<file path="src/mpmc_pkg.sv">
package mpmc_pkg;

	// ==================================================
	// Sizes
	// ==================================================

	// Byte address width on the memory side
	localparam int addr_w = 32;

	// Byte offset bits within one cache line, giving a 32 byte line
	localparam int line_off_w = 5;

	// Line address width, the address bits above the line offset
	localparam int line_w = addr_w - line_off_w;

	// One returned data beat fills exactly one line
	localparam int beat_w = 256;

	// Burst length and beat count width
	localparam int burst_w = 6;

	// Line index bits of the cache and the number of lines they give
	localparam int cache_idx_w = 6;
	localparam int cache_lines = 1 << cache_idx_w;

	// The load address comes out of reset pointing at the top line
	localparam logic [addr_w-1:0] addr_reset_val = {{line_w{1'b1}}, {line_off_w{1'b0}}};

	// ==================================================
	// Types
	// ==================================================

	// Fill sequence, shared by the FSM and the stages that follow it
	typedef enum logic [2:0] {
		IDLE,
		PRESET1,
		PRESET2,
		READ_DATA0,
		READ_DATA1,
		DONE
	} mpmc_state_t;

	// Client request, len is the number of beats minus one
	typedef struct packed {
		logic [addr_w-1:0]  addr;
		logic [burst_w-1:0] len;
	} fill_req_t;

	// One beat as returned by the memory
	typedef struct packed {
		logic              valid;
		logic [beat_w-1:0] data;
	} mem_beat_t;

	// Write into the line cache
	typedef struct packed {
		logic              en;
		logic [line_w-1:0] line;
		logic [beat_w-1:0] data;
	} cache_wr_t;

endpackage

</file>
<file path="src/mpmc_burst_counter.sv">
`timescale 1ns/10ps

module mpmc_burst_counter
	import mpmc_pkg::*;
(
	input  logic               clk,
	input  logic               rst,
	input  mpmc_state_t        state,
	input  logic               beat_valid,
	input  logic [burst_w-1:0] burst_len,
	output logic [burst_w-1:0] burst_cnt
);

	logic below_len;

	// Counting stops once the length is reached
	assign below_len = (burst_cnt < burst_len);

	// ==================================================
	// Beat counter
	// ==================================================

	// Cleared ahead of the command so the first beat sees a count of zero.
	// After the last beat the count sits at the length, which keeps any
	// surplus beats from wrapping it back into range
	always_ff @(posedge clk) begin
		if (rst) begin
			burst_cnt <= '0;
		end
		else if (state == PRESET2) begin
			burst_cnt <= '0;
		end
		else if (beat_valid && below_len) begin
			burst_cnt <= burst_cnt + burst_w'(1);
		end
	end

endmodule

</file>
<file path="config.mk">
export PLATFORM = sky130hd
export DESIGN_NAME = mpmc_burst_counter
export DESIGN_NICKNAME = d
export VERILOG_FILES = /design/src/mpmc_pkg.sv /design/src/mpmc_burst_counter.sv
export SDC_FILE = /design/constraint.sdc
export NUM_CORES = 1
export LEC_CHECK = 0
export BUFFER_PORTS_ARGS = -buffer_cell sky130_fd_sc_hd__clkbuf_2
export CELL_PAD_IN_SITES_DETAIL_PLACEMENT = 1
export CELL_PAD_IN_SITES_GLOBAL_PLACEMENT = 1
export CORE_AREA = 2 2 39 41
export CTS_BUF_LIST = sky130_fd_sc_hd__clkbuf_8
export DETAILED_ROUTE_END_ITERATION = 16
export DIE_AREA = 0 0 41 43
export PLACE_DENSITY = 0.74
export SETUP_SLACK_MARGIN = 0.05
export SLEW_MARGIN = 30
export SYNTH_ARGS = -nofsm -noshare
export SYNTH_HDL_FRONTEND = slang
export SYNTH_SLANG_ARGS = --single-unit
</file>
<file path="constraint.sdc">
create_clock -name clk -period 4.9 [get_ports clk]
set_input_delay 0.98 -clock clk [delete_from_list [all_inputs] [get_ports clk]]
set_output_delay 0.98 -clock clk [all_outputs]
set_load 0.02 [all_outputs]
</file>
==> impl_metrics.json <==
{
  "outcome": "finished clean",
  "die_w_um": 41,
  "grt_pass1_vias": 436,
  "async_reset_ff_share_pct": 0,
  "path_buf_inv": 2,
  "grt_pass1_wl_mm": 1.60,
  "synth_top_area_share_pct": 28.2,
  "num_antenna_cells": 0,
  "ys_ff_latch": 6,
  "cts_tree": "done",
  "synth_edf_count": 0,
  "syn_to_final_growth_pct": 34.3,
  "start_util_pct": 30.8,
  "required_ns": 5.06,
  "post-route-period-util_pct": 45.2,
  "drv_slew": 0,
  "netlist_top_cells_area": "dfxtp_1 (28%), ha_1 (18%), inv_1 (6.2%), a21oi_1 (4.7%), or3_1 (4.4%)",
  "fp.coreArea_mm2": 0.00138,
  "drtIter0Drc": 0,
  "nets": 89,
  "ys_types": 21,
  "leakagePower_nw": 0.295,
  "period_needed_ns": 2.21,
  "dp.cells": 82,
  "post-cts-setup-buffers": 0,
  "critPathSlowestCell": "or3_1",
  "gp_congestion": 0.701,
  "synth_area_um2": 427,
  "ant_nets": 0,
  "grt_max_degree": 7,
  "clock-root-buffer": "clkbuf_8",
  "cp_max_fo": 4,
  "start_kind": "input pin",
  "dieArea_mm2": 0.00176,
  "synth_top_cell_by_area": "dfxtp_1",
  "fin_ws_ns": 2.69,
  "fp.dieH_um": 43,
  "port_buffers": 17,
  "finalSetupViolations": 0,
  "wl_per_cell_um": 12.3,
  "yosysSeqAreaShare_pct": 28.2,
  "cts_hold_buffers": 0,
  "whs_path_depth": 2,
  "cts_inserted_buffers": 3,
  "tns_ns": 0,
  "finClkSkew_ns": 0.00138,
  "rows": 14,
  "vias": 430,
  "cts.sinks": 6,
  "clock_latency_ns": 0.22,
  "grt_usage_pct": 13.9,
  "layout-drive-gt1-share_pct": 34.8,
  "worstRegToRegCells": 6,
  "criticalPathCategory": "input pin to register",
  "slew_headroom_pct": 80.1,
  "worst_pin_slew_ns": 0.298,
  "worstPathCellList": "clkbuf_2 -> inv_1 -> ha_1 -> a21oi_1 -> o2111a_1 -> o211ai_2 -> or3_1 -> a21oi_1",
  "largest_registers": "burst_cnt: 6 flops",
  "vdd_drop_max_v": 0.000156,
  "crit_family": "compound AO/OA/AOI/OAI gates",
  "cp.depth": 8,
  "top_register": "burst_cnt",
  "max_freq_ghz": 0.452,
  "hp-class": "register to register",
  "syn_area_per_cell_um2": 8.71,
  "pin_count": 18,
  "first_pass_iters": 1,
  "final_util_pct": 41.4,
  "overflow": 0,
  "largest_reg_flops": 6,
  "dp_hpwl_um": 880,
  "cp.arrival_ns": 2.37,
  "wl_mm": 1.05,
  "cts_buffer_depth": 2,
  "synth_nets": 67,
  "place_ws_ns": 2.44,
  "placed_area_um2": 532,
  "grt_setup_unrepaired": "false",
  "via_per_inst": 5.06,
  "htree_levels": 1,
  "end_kind": "register",
  "postLayoutCellArea_um2": 573,
  "cts-resized-gates": 0,
  "cap_viol_max_count": 0,
  "crit_path_frequent_cell": "a21oi_1",
  "finalHoldViolations": 0,
  "final_cells": 85,
  "cts.clk_slew.worst_paths_ns": 0.04,
  "post-route-drc-count": 0,
  "synthCells": 49,
  "max_stage_delay_ns": 0.36,
  "antenna_found_initial": 0,
  "ys_warn_count": 0,
  "synth_top_flop_cell": "dfxtp_1",
  "p_per_area_mw_per_mm2": 265
}
==> synthesized netlist by cell type, types with 2 or more instances <==
master,n
nand4_1,2
nand2_1,3
inv_1,7
o21ai_0,3
dfxtp_1,6
a21oi_1,4
nor2_1,3
ha_1,6
or3_1,3
==> path summary, 6_finish.rpt <==
check,endpoint,start,slack (ns)
max,burst_cnt[5]$_SDFFE_PP0P_,burst_len[3],2.69
max reg2reg,burst_cnt[5]$_SDFFE_PP0P_,burst_cnt[3]$_SDFFE_PP0P_,3.12
min reg2reg,burst_cnt[5]$_SDFFE_PP0P_,burst_cnt[5]$_SDFFE_PP0P_,0.51
min,burst_cnt[5]$_SDFFE_PP0P_,burst_cnt[5]$_SDFFE_PP0P_,0.51
==> worst reg2reg max path: cells and delay by family, from the launching register on <==
family	cells	cell delay [ns]
and+or+nand+nor	1	0.36
adders and majority gates	1	0.30
AOI/OAI and AO/OA	4	0.61
DFF	1	0.44
==> cell type report <==
type                    instances  area, um2
fillers                       179        811
multi-input cells              36        280
flip-flops and latches          6        120
repair buffers                 17       85.1
clock buffers                   3       41.3
inverters                       7       26.3
well taps                      16       20.0
==> through the flow <==
step / power, mW / hold WS [ns]
2_1_floorplan: 0.0695 / 0.573
3_3_place_gp: 0.0776 / 0.499
3_5_place_dp: 0.0791 / 0.515
4_1_cts: 0.156 / 0.522
5_1_grt: 0.159 / 0.574
6_report: 0.152 / 0.509
==> cells in the final DEF, fill, tap and decap left out, types with 2 or more instances in the layout <==
cell type	synthesis	final
clkbuf_2	0	17
inv_1	7	7
ha_1	6	6
dfxtp_1	6	6
a21oi_1	4	4
nor2_1	3	3
nand2_1	3	3
o21ai_0	3	3
or3_1	3	3
clkbuf_8	0	3
nand4_1	2	2
==> cells by family (layout without fill, tap and decap cells) <==
logic type / Yosys count / count (layout) / synth area share (%)
buffers and inverters: 7 / 27 / 6.16
flip-flops: 6 / 6 / 28.2
XOR/XNOR: 1 / 1 / 2.05
adder cells (fa/ha/maj): 6 / 6 / 17.6
AO/OA/AOI/OAI: 14 / 14 / 25.5
multiplexers: 1 / 1 / 2.35
AND/OR/NAND/NOR: 14 / 14 / 18.2
==> per-layer routing <==
| layer | track usage [%] | vias up | share of wire (%) |
|---|---|---|---|
| met2 | 23.1 | 15 | 52 |
| met1 | 12.9 | 198 | 41 |
| met4 | 12.0 | 0 | 1.6 |
| met3 | 3.14 | 4 | 5.6 |
| li1 | - | 213 | - |
| met5 | 0 | - | 0 |
==> report_power, final <==
group,switching (mW),internal (mW)
registers,0.00288,0.0507
logic,0.0125,0.0118
clock network,0.0215,0.0528
(Power assumes the default switching activity.)
