==> config.mk <==
export PLATFORM = sky130hd
export DESIGN_NAME = mpmc_waddr_gen
export DESIGN_NICKNAME = d
export VERILOG_FILES = /design/src/mpmc_pkg.sv /design/src/mpmc_waddr_gen.sv
export SDC_FILE = /design/constraint.sdc
export NUM_CORES = 1
export LEC_CHECK = 0
export ABC_AREA = 1
export BUFFER_PORTS_ARGS = -buffer_cell sky130_fd_sc_hd__buf_2
export CORE_AREA = 5 5 229 231
export CTS_CLUSTER_DIAMETER = 50
export CTS_CLUSTER_SIZE = 16
export DETAILED_ROUTE_END_ITERATION = 7
export DIE_AREA = 0 0 234 236
export PLACE_DENSITY = 0.3
export SKIP_LAST_GASP = 1
export SLEW_MARGIN = 30
export SYNTH_ARGS = -nofsm -noshare
export SYNTH_HDL_FRONTEND = slang
export SYNTH_SLANG_ARGS = --single-unit
export TNS_END_PERCENT = 20
==> constraint.sdc <==
create_clock -name clk -period 1.98 [get_ports clk]
set_input_delay 0.495 -clock clk [delete_from_list [all_inputs] [get_ports clk]]
set_output_delay 0.495 -clock clk [all_outputs]
set_load 0.05 [all_outputs]
==> src/mpmc_pkg.sv <==
package mpmc_pkg;

	// ==================================================
	// Sizes
	// ==================================================

	// Byte address width on the memory side
	localparam int addr_w = 32;

	// Byte offset bits within one cache line, giving a 32 byte line
	localparam int line_off_w = 5;

	// Line address width, the address bits above the line offset
	localparam int line_w = addr_w - line_off_w;

	// One returned data beat fills exactly one line
	localparam int beat_w = 256;

	// Burst length and beat count width
	localparam int burst_w = 6;

	// Line index bits of the cache and the number of lines they give
	localparam int cache_idx_w = 6;
	localparam int cache_lines = 1 << cache_idx_w;

	// The load address comes out of reset pointing at the top line
	localparam logic [addr_w-1:0] addr_reset_val = {{line_w{1'b1}}, {line_off_w{1'b0}}};

	// ==================================================
	// Types
	// ==================================================

	// Fill sequence, shared by the FSM and the stages that follow it
	typedef enum logic [2:0] {
		IDLE,
		PRESET1,
		PRESET2,
		READ_DATA0,
		READ_DATA1,
		DONE
	} mpmc_state_t;

	// Client request, len is the number of beats minus one
	typedef struct packed {
		logic [addr_w-1:0]  addr;
		logic [burst_w-1:0] len;
	} fill_req_t;

	// One beat as returned by the memory
	typedef struct packed {
		logic              valid;
		logic [beat_w-1:0] data;
	} mem_beat_t;

	// Write into the line cache
	typedef struct packed {
		logic              en;
		logic [line_w-1:0] line;
		logic [beat_w-1:0] data;
	} cache_wr_t;

endpackage

==> src/mpmc_waddr_gen.sv <==
`timescale 1ns/10ps

module mpmc_waddr_gen
	import mpmc_pkg::*;
(
	input  logic               clk,
	input  logic               rst,
	input  mpmc_state_t        state,
	input  mem_beat_t          beat,
	input  logic [burst_w-1:0] burst_len,
	input  logic [burst_w-1:0] burst_cnt,
	input  logic [addr_w-1:0]  addr_base,
	output cache_wr_t          cache_wr
);

	// Cache load address, offset bits stay zero once loaded
	logic [addr_w-1:0] addr;

	// Set while beats of the current burst are still expected
	logic on;

	logic last_beat;
	logic advance;

	// The beat carrying the final count ends the burst
	assign last_beat = beat.valid && (burst_cnt == burst_len);

	// Step to the next line after every written beat but the last
	assign advance = beat.valid && on && (burst_cnt != burst_len);

	// ==================================================
	// Load address and write window
	// ==================================================

	always_ff @(posedge clk) begin
		if (rst) begin
			addr <= addr_reset_val;
			on <= 1'b0;
		end
		else begin
			// Open the window as the command goes out
			if (state == READ_DATA0)
				on <= 1'b1;
			// Anything after the final beat is surplus and must not land in the cache
			if (last_beat)
				on <= 1'b0;
			if (state == PRESET2)
				addr <= {addr_base[addr_w-1:line_off_w], {line_off_w{1'b0}}};
			else if (advance)
				addr[addr_w-1:line_off_w] <= addr[addr_w-1:line_off_w] + line_w'(1);
		end
	end

	// Beats are written the cycle they arrive
	always_comb begin
		cache_wr.en = beat.valid && on;
		cache_wr.line = addr[addr_w-1:line_off_w];
		cache_wr.data = beat.data;
	end

endmodule

==> results.py <==
metrics = {
    "power_and_ir_drop": {
        "clkPwrFrac": 0.281,
        "powerDensity_nw_per_um2": 631,
        "intPower_w": 0.00132,
        "combinationalPowerShare": 0.427,
        "p_leak_nw": 1.71,
        "switching_share": 0.427,
        "p_seq_frac": 0.292,
        "peakVddDrop_mv": 0.188,
        "p_sw_w": 0.000986,
    },
    "detailed_routing": {
        "ant_nets": 0,
        "drt_pass1_iterations": 4,
        "route.detailed.drc": 0,
        "drt_iter0_drc": 153,
        "routedWlPerCell_um": 15.1,
        "vias": 3121,
        "routed_wl_um": 17500,
        "viasPerCell": 2.70,
    },
    "clock_network": {
        "cts.repair.resized": 0,
        "insertion_delay_ns": 0.28,
        "clock-root-buffer": "clkbuf_16",
        "ctsHoldBuffers": 0,
        "cts_setup_buffers": 0,
        "htreeDepth": 1,
        "clock-sinks": 28,
        "cts_max_path_buffers": 2,
        "clk_pin_slew_ns": 0.08,
        "cts_tree": "built",
        "cts_buffers": 3,
    },
    "worst_setup_path": {
        "crit_chain": "nand2_1, buf_4, nor2_1, nand2_1, nor2_1, nand2_1, nand2_1, nand3_1, nand3_1, nand2_1",
        "r2r_slack_ns": 0.24,
        "cp_slowest_stage_delay_ns": 0.47,
        "required_ns": 2.17,
        "critical_path_class": "reg2reg",
        "crit_path_end": "addr[26]",
        "rr_endpoint": "addr[26]",
        "crit_path_frequent_cell": "nand2_1",
        "endpoint_kind": "flip-flop",
        "start_kind": "flip-flop",
        "slowest_stage": "dfxtp_1",
        "r2r_start": "addr[11]",
        "worstPathArrival_ns": 1.92,
        "cp_max_fo": 6,
        "rr_worst_depth": 10,
        "critPathLaunch": "addr[11]",
    },
    "yosys": {
        "yosys_warnings": 0,
        "synth_ff_type": "dfxtp_1",
        "synth.ff_latch_count": 28,
        "ys_seq_area_frac": 0.135,
        "synth_largest_area_cell": "buf_4",
        "synth_most_common_cell": "buf_4",
        "ys_types": 31,
        "post-synth-top-area-fraction": 0.461,
        "avgSynthCellArea_um2": 6.33,
        "synth_fp_nets": 965,
        "yosys-top-cells-area": "buf_4 46%, nand2_1 14%, dfxtp_1 13%",
        "syn_area_um2": 4170,
        "yosys-top-cells-count": "256 x buf_4, 157 x nand2_1, 63 x nand3_1",
        "synth_enable_flop_cells": 0,
        "async_reset_ff_frac": 0,
        "postSynthCellCount": 658,
    },
    "die": {
        "rows": 82,
        "die_area_um2": 55200,
        "core_um2": 49900,
        "initial_core_util": 0.0835,
        "ioPinCount": 590,
        "die_y_um": 236,
        "die_x_um": 234,
    },
    "global_route": {
        "grt_pass1_wl_um": 23500,
        "grt_max_degree": 41,
        "track_usage": 0.0596,
        "grt_antenna_before_repair": 2,
        "grt_overflow": 0,
        "grt_pass1_vias": 3102,
    },
    "place": {
        "dpl_cell_area_um2": 3550,
        "io_buffers": 72,
        "finalWeightedCongestion": 0.740,
        "dp_hpwl_um": 14700,
    },
    "job": {
        "drv_cap": 0,
    },
    "finish": {
        "final_util": 0.0733,
        "design_area_um2": 3660,
        "diodes": 0,
        "layout-drive-gt1-share": 0.232,
        "fill_cells": 6011,
        "area_growth_pct": -12.2,
        "nNetsFinal": 791,
    },
    "min_path": {
        "min_path_type": "in2reg",
    },
    "status": {
        "status": "finished clean",
    },
    "sta": {
        "finalMaxSlewViolations": 0,
        "fin_tns_setup_ns": 0,
        "hold_violations": 0,
        "worstMarginPinSlew_ns": 0.580,
        "finalSetupViolations": 0,
        "fin_crit_ns": 1.74,
        "clock_skew_ns": 0.0101,
        "grt_setup_unrepaired": "no",
        "final.period_utilization": 0.876,
        "relSlewSlack": 0.611,
        "fmax_ghz": 0.576,
    },
}
## cell usage in the layout, fill, tap and decap left out, drive strengths merged, types with 5 or more instances in the layout
cell type	count
nand3	64
dfxtp	28
nand2	160
buf	89
nand3b	7
inv	37
nor2	48
o21ai	11
o21bai	5
or2	17
## through the flow
| step | setup slack [ns] | power [W] | std cells | hold slack (ns) |
|---|---|---|---|---|
| after floorplan | 0.157 | 0.00270 | 658 | 0.451 |
| after global placement | 0.184 | 0.00170 | 1151 | 0.508 |
| after detailed placement | 0.162 | 0.00170 | 1151 | 0.509 |
| after CTS | 0.222 | 0.00239 | 1155 | 0.497 |
| after global routing | 0.0369 | 0.00250 | 1155 | 0.504 |
| final | 0.245 | 0.00231 | 1155 | 0.517 |
## worst max-delay path: cells and delay by family, from the launching register on
kind | cells | cell delay (ns)
and+or+nand+nor | 9 | 1.03
buffers and inverters | 1 | 0.16
DFF | 1 | 0.47
## per-layer routing
metal	up-vias	track usage	share of wire
li1	1428	-	-
met1	1304	0.0690	0.40
met2	255	0.0813	0.39
met3	130	0.0340	0.14
met4	4	0.0415	0.073
met5	-	0.00536	0.0026
## sequential cells by signal (all words and copies together) (netlist names)
| name | flops |
|---|---|
| addr | 27 |
| on | 1 |
## final cells by class
type	instances	area [µm²]	share of cell area
clock buffer	3	75.1	0.0205
clock inverter	1	30.0	0.00821
inverter	38	145	0.0397
multi-input combinational	324	1480	0.405
sequential	28	561	0.153
tap	672	841	0.230
timing repair buffer	89	526	0.144
## power groups by stage
stage	Sequential, W	Combinational (W)	Clock [W]
2_1_floorplan	0.000805	0.00189	0
3_3_place_gp	0.000689	0.00101	0
3_5_place_dp	0.000690	0.00101	0
4_1_cts	0.000677	0.00101	0.000698
5_1_grt	0.000684	0.00112	0.000706
6_report	0.000674	0.000985	0.000648
## logic make-up (layout without fill, tap and decap cells)
kind of cell,count (synthesis),in the layout,share of synthesized area
AOI/OAI and AO/OA,18,18,0.0246
xor gates and xnor gates,3,3,0.00631
adders and majority gates,1,1,0.00300
buffers and inverters,306,131,0.510
DFF,28,28,0.135
and+or+nand+nor,302,302,0.321
## worst min-delay path by stage
| stage | from | endpoint | slack [ns] | cells past startpoint |
|---|---|---|---|---|
| floorplan | on | on | 0.45 | 2 |
| global placement | addr[6] | addr[6] | 0.51 | 2 |
| detailed placement | addr[14] | addr[14] | 0.51 | 2 |
| CTS | state[0] | on | 0.50 | 3 |
| global route | state[0] | on | 0.50 | 3 |
| finish | state[0] | on | 0.52 | 3 |
Power figures use the tool's default switching activity.
