==> src/mpmc_pkg.sv <==
package mpmc_pkg;

	// ==================================================
	// Sizes
	// ==================================================

	// Byte address width on the memory side
	localparam int addr_w = 32;

	// Byte offset bits within one cache line, giving a 32 byte line
	localparam int line_off_w = 5;

	// Line address width, the address bits above the line offset
	localparam int line_w = addr_w - line_off_w;

	// One returned data beat fills exactly one line
	localparam int beat_w = 256;

	// Burst length and beat count width
	localparam int burst_w = 6;

	// Line index bits of the cache and the number of lines they give
	localparam int cache_idx_w = 6;
	localparam int cache_lines = 1 << cache_idx_w;

	// The load address comes out of reset pointing at the top line
	localparam logic [addr_w-1:0] addr_reset_val = {{line_w{1'b1}}, {line_off_w{1'b0}}};

	// ==================================================
	// Types
	// ==================================================

	// Fill sequence, shared by the FSM and the stages that follow it
	typedef enum logic [2:0] {
		IDLE,
		PRESET1,
		PRESET2,
		READ_DATA0,
		READ_DATA1,
		DONE
	} mpmc_state_t;

	// Client request, len is the number of beats minus one
	typedef struct packed {
		logic [addr_w-1:0]  addr;
		logic [burst_w-1:0] len;
	} fill_req_t;

	// One beat as returned by the memory
	typedef struct packed {
		logic              valid;
		logic [beat_w-1:0] data;
	} mem_beat_t;

	// Write into the line cache
	typedef struct packed {
		logic              en;
		logic [line_w-1:0] line;
		logic [beat_w-1:0] data;
	} cache_wr_t;

endpackage

==> src/mpmc_fill_fsm.sv <==
`timescale 1ns/10ps

module mpmc_fill_fsm
	import mpmc_pkg::*;
(
	input  logic               clk,
	input  logic               rst,
	input  logic               req_strobe,
	input  fill_req_t          req,
	input  logic [burst_w-1:0] burst_cnt,
	input  logic               beat_valid,
	output mpmc_state_t        state,
	output logic [burst_w-1:0] burst_len,
	output logic [addr_w-1:0]  addr_base,
	output logic               busy,
	output logic               mem_rd_cmd,
	output logic               fill_done,
	output logic [addr_w-1:0]  mem_rd_addr,
	output logic [burst_w-1:0] mem_rd_len
);

	mpmc_state_t state_nxt;
	logic        req_accept;
	logic        last_beat;

	// A strobe only counts while nothing else is in flight
	assign req_accept = (state == IDLE) && req_strobe;

	// The final beat is the one that arrives once the count has reached the length
	assign last_beat = beat_valid && (burst_cnt == burst_len);

	// ==================================================
	// State sequencing
	// ==================================================

	always_comb begin
		state_nxt = state;
		case (state)
		IDLE: begin
			if (req_accept)
				state_nxt = PRESET1;
		end
		// Two preset cycles give the counter and the load address time to settle
		PRESET1:
			state_nxt = PRESET2;
		PRESET2:
			state_nxt = READ_DATA0;
		// The burst read command goes out here
		READ_DATA0:
			state_nxt = READ_DATA1;
		READ_DATA1: begin
			// Gaps between beats just keep us here
			if (last_beat)
				state_nxt = DONE;
		end
		DONE:
			state_nxt = IDLE;
		default:
			state_nxt = IDLE;
		endcase
	end

	always_ff @(posedge clk) begin
		if (rst)
			state <= IDLE;
		else
			state <= state_nxt;
	end

	// ==================================================
	// Request capture
	// ==================================================

	// Length and base are held for the whole fill and broadcast to the later stages
	always_ff @(posedge clk) begin
		if (req_accept) begin
			burst_len <= req.len;
			addr_base <= req.addr;
		end
	end

	// ==================================================
	// Outputs
	// ==================================================

	// Busy covers everything from PRESET1 through DONE
	assign busy = (state != IDLE);

	// Single cycle read command, since READ_DATA0 lasts one cycle
	assign mem_rd_cmd = (state == READ_DATA0);

	// Memory is addressed in whole lines
	assign mem_rd_addr = {addr_base[addr_w-1:line_off_w], {line_off_w{1'b0}}};
	assign mem_rd_len = burst_len;

	// Completion pulse, one cycle after the final beat
	assign fill_done = (state == DONE);

endmodule

==> config.mk <==
export PLATFORM = sky130hd
export DESIGN_NAME = mpmc_fill_fsm
export DESIGN_NICKNAME = d
export VERILOG_FILES = /design/src/mpmc_pkg.sv /design/src/mpmc_fill_fsm.sv
export SDC_FILE = /design/constraint.sdc
export NUM_CORES = 1
export LEC_CHECK = 0
export BUFFER_PORTS_ARGS = -buffer_cell sky130_fd_sc_hd__clkbuf_2
export CAP_MARGIN = 20
export CORE_ASPECT_RATIO = 1.5
export CORE_MARGIN = 10
export CORE_UTILIZATION = 39
export CTS_CLUSTER_SIZE = 14
export DETAILED_ROUTE_END_ITERATION = 6
export PLACE_DENSITY = 0.76
export SLEW_MARGIN = 5
export SYNTH_ARGS = -nofsm -noshare
export SYNTH_HDL_FRONTEND = slang
export SYNTH_SLANG_ARGS = --single-unit
==> constraint.sdc <==
create_clock -name clk -period 4.14 [get_ports clk]
set_clock_uncertainty 0.05 [all_clocks]
set_input_delay 0.207 -clock clk [delete_from_list [all_inputs] [get_ports clk]]
set_output_delay 0.207 -clock clk [all_outputs]
set_load 0.005 [all_outputs]
==> impl_results.md <==
- Run status: finished, final reports clean
- CP max stage delay: 0.79 ns
- Largest net degree at the start of global routing: 39
- Required time of the critical path: 3.99 ns
- Via/cell ratio: 4.388
- GR Util All Layers: 11.43%
- Sequential Power Share: 58.5%
- Most frequent cells in the layout: clkbuf_2 (124), edfxtp_1 (38), conb_1 (5), clkbuf_8 (5), xnor2_1 (4)
- DRC: 0
- First drt pass iteration count: 4
- R2r setup slk: 1.99 ns
- Max rail drop VDD: 0.0003057 V
- Power Dens Cells: 427.0 nW/µm²
- Post-synthesis sequential area ratio: 73.12%
- Clock power frac: 25.3%
- Internal: 0.0006924 W
- R2R depth: 2
- Pins Over Slew Limit: 0
- Min Hold Slack: 0.04311 ns
- Cells along the critical path: or3_2 > nor2_4
- WHS Path Cells: 1
- I/O Pins: 130
- Top cells by area, synth: edfxtp_1 (69%), buf_4 (17%), dfxtp_1 (3.7%)
- CTS buffer count: 5
- Hold Path End: addr_base[2]
- Part of the power in combinational logic: 16.2%
- Port buffer count: 124
- CP Launch Type: flop
- Hold path start: req[8]
- GR Layer Usage met2: 21.70%
- Gate count of the mapped netlist: 103
- Worst Tran Pin Value: 1.031 ns
- Clk_lat worst skew: 0.28 ns
- CP bufs+invs: 0
- Vias in the first global route: 1116
- WS Path Type: reg -> reg
- Crit. path cell count: 2
- Average size of a mapped cell: 15.95 µm²
- Drt total wl: 4.221 mm
- Leading area contributor after synthesis: edfxtp_1
- Placement Cell Area: 2057 µm²
- Crit end category: flop
- Most Used Layer, Global Route: met2
- Initial Util: 41.13%
- # Post-CTS Setup Buffers: 0
- Design area: 2133 µm²
- Die ar.: 7262 µm²
- Slowest cell on crit path: nor2_4
- Sw Share: 23.99%
- Die width: 72.99 µm
- Static leakage: 1.019 nW
- DR WL/cell: 17.23 µm
- TNS Setup: 0 ns
- DR iter-0 viols: 18
- Routed Antenna Nets: 0
- GR Util met3: 7.164%
- Max Root-Sink Buffers: 2
- CP top delay family: simple AND/OR/NAND/NOR gates
- CTS tree: built
- Clk root buf: clkbuf_8
- Fmax: 0.4647 GHz
- Yosys reg bits: 41
- Hold-fix buffers at CTS: 0
- Layout Area Growth over Synthesis: 29.86%
- Total grt overflow: 0
- # resized after CTS: 0
- Hold Path Class: in -> reg
- Cell variety after synth: 18
- Final setup vio count: 0
- Htree depth: 2
- Diode count: 0
- Core box area: 3994 µm²
- Clock net sink count: 41
- Hold violation total from the final report: 0
- Std cell rows: 28
- Fraction of the cycle the final worst path needs: 51.98%
- Fin crit period: 2.152 ns
- Synth top area share: 69.46%
- Clk pin slew, worst setup/hold paths: 0.07 ns
- Nets: 248
- Met1 Use GR: 7.767%
- Maxcap violations: 0
- Unrepaired setup endpoints after global routing: false
- Die Ht: 99.49 µm
- Vias: 1075
- Routability cong.: 0.7145
- Reg-to-reg endpoint: burst_len[4]
- Critical Path AT: 2.01 ns
- CP max FO: 38
- Layout cell share with drive strength beyond 1: 66.50%
- Startpoint of the worst-slack reg-to-reg timing path: state[2]
- First-pass GRT wire length: 6.216 mm
- Initial antenna violation count: 0
- Yosys warning total: 0
- Net Switching: 0.0002186 W
- HPWL Detailed: 3.640 mm
- Mapped Area: 1643 µm²
- Commonest non-fill, non-tap cell in the layout: clkbuf_2
- Rel. slew slack: 31.10%
[cell usage after synthesis]
master      n
inv_1       2
and3b_2     1
or3_2       1
edfxtp_1   38
nor4_1      1
buf_4      38
nand2_1     2
nand4_1     1
conb_1      1
nor3_1      2
a2111oi_1   1
o21a_1      1
xor2_1      3
a21oi_1     1
nor2_1      2
or2_2       1
xnor2_1     4
dfxtp_1     3
[worst reg2reg max path, delay by kind of cell, from the launching register on]
kind / cells / cell delay (ns)
flip-flops: 1 / 0.36
AND/OR/NAND/NOR: 2 / 1.33
[how the worst max path moves through the flow]
| stage | slack [ns] | end | from |
|---|---|---|---|
| 6_report | 1.99 | burst_len[4] | state[2] |
| 2_1_floorplan | 1.18 | addr_base[0] | state[2] |
| 3_5_place_dp | 1.99 | addr_base[11] | state[2] |
| 3_3_place_gp | 2.04 | addr_base[4] | state[2] |
| 5_1_grt | 1.86 | burst_len[1] | state[2] |
| 4_1_cts | 1.98 | addr_base[17] | state[2] |
[per-stage QoR]
stage	std cells	setup slack, ns	util [%]	power, W
after CTS	245	1.980	53.41	0.0009303
after global placement	238	2.039	51.50	0.0006898
after global routing	245	1.863	53.41	0.0009631
final	245	1.988	53.41	0.0009110
after detailed placement	238	1.989	51.50	0.0006951
after floorplan	107	1.178	-	0.0006271
[per-layer routing]
layer / wire length (µm) / part of all wire [%]
met5: 0 / 0
met4: 82 / 1.9
met3: 604 / 14
met2: 2524 / 60
met1: 1009 / 24
[state kept, by name (all words and copies together) (netlist names)]
name       flops
addr_base     32
burst_len      6
state          3
[layout make-up]
type | count | area, µm²
clock buffer | 6 | 72.57
sequential | 41 | 1201
multi-input combinational | 26 | 171.4
clock inverter | 1 | 3.754
fill | 378 | 1861
tap | 45 | 56.30
timing repair buffer | 124 | 620.6
inverter | 2 | 7.507
[cells by family after synthesis]
kind of cell / Yosys count / synth area share (%)
DFF: 41 / 73.11
buffers and inverters: 40 / 17.82
and+or+nand+nor: 11 / 3.733
xor gates and xnor gates: 7 / 3.732
AOI/OAI and AO/OA: 3 / 1.371
other: 1 / 0.2283
[power groups by stage]
stage          registers [W]  logic [W]  clock network [W]
2_1_floorplan       0.000545  0.0000820                  0
3_3_place_gp        0.000540   0.000150                  0
3_5_place_dp        0.000543   0.000152                  0
4_1_cts             0.000534   0.000153           0.000244
5_1_grt             0.000539   0.000164           0.000260
6_report            0.000533   0.000147           0.000231
No activity file was read; power rests on OpenSTA's default activity.
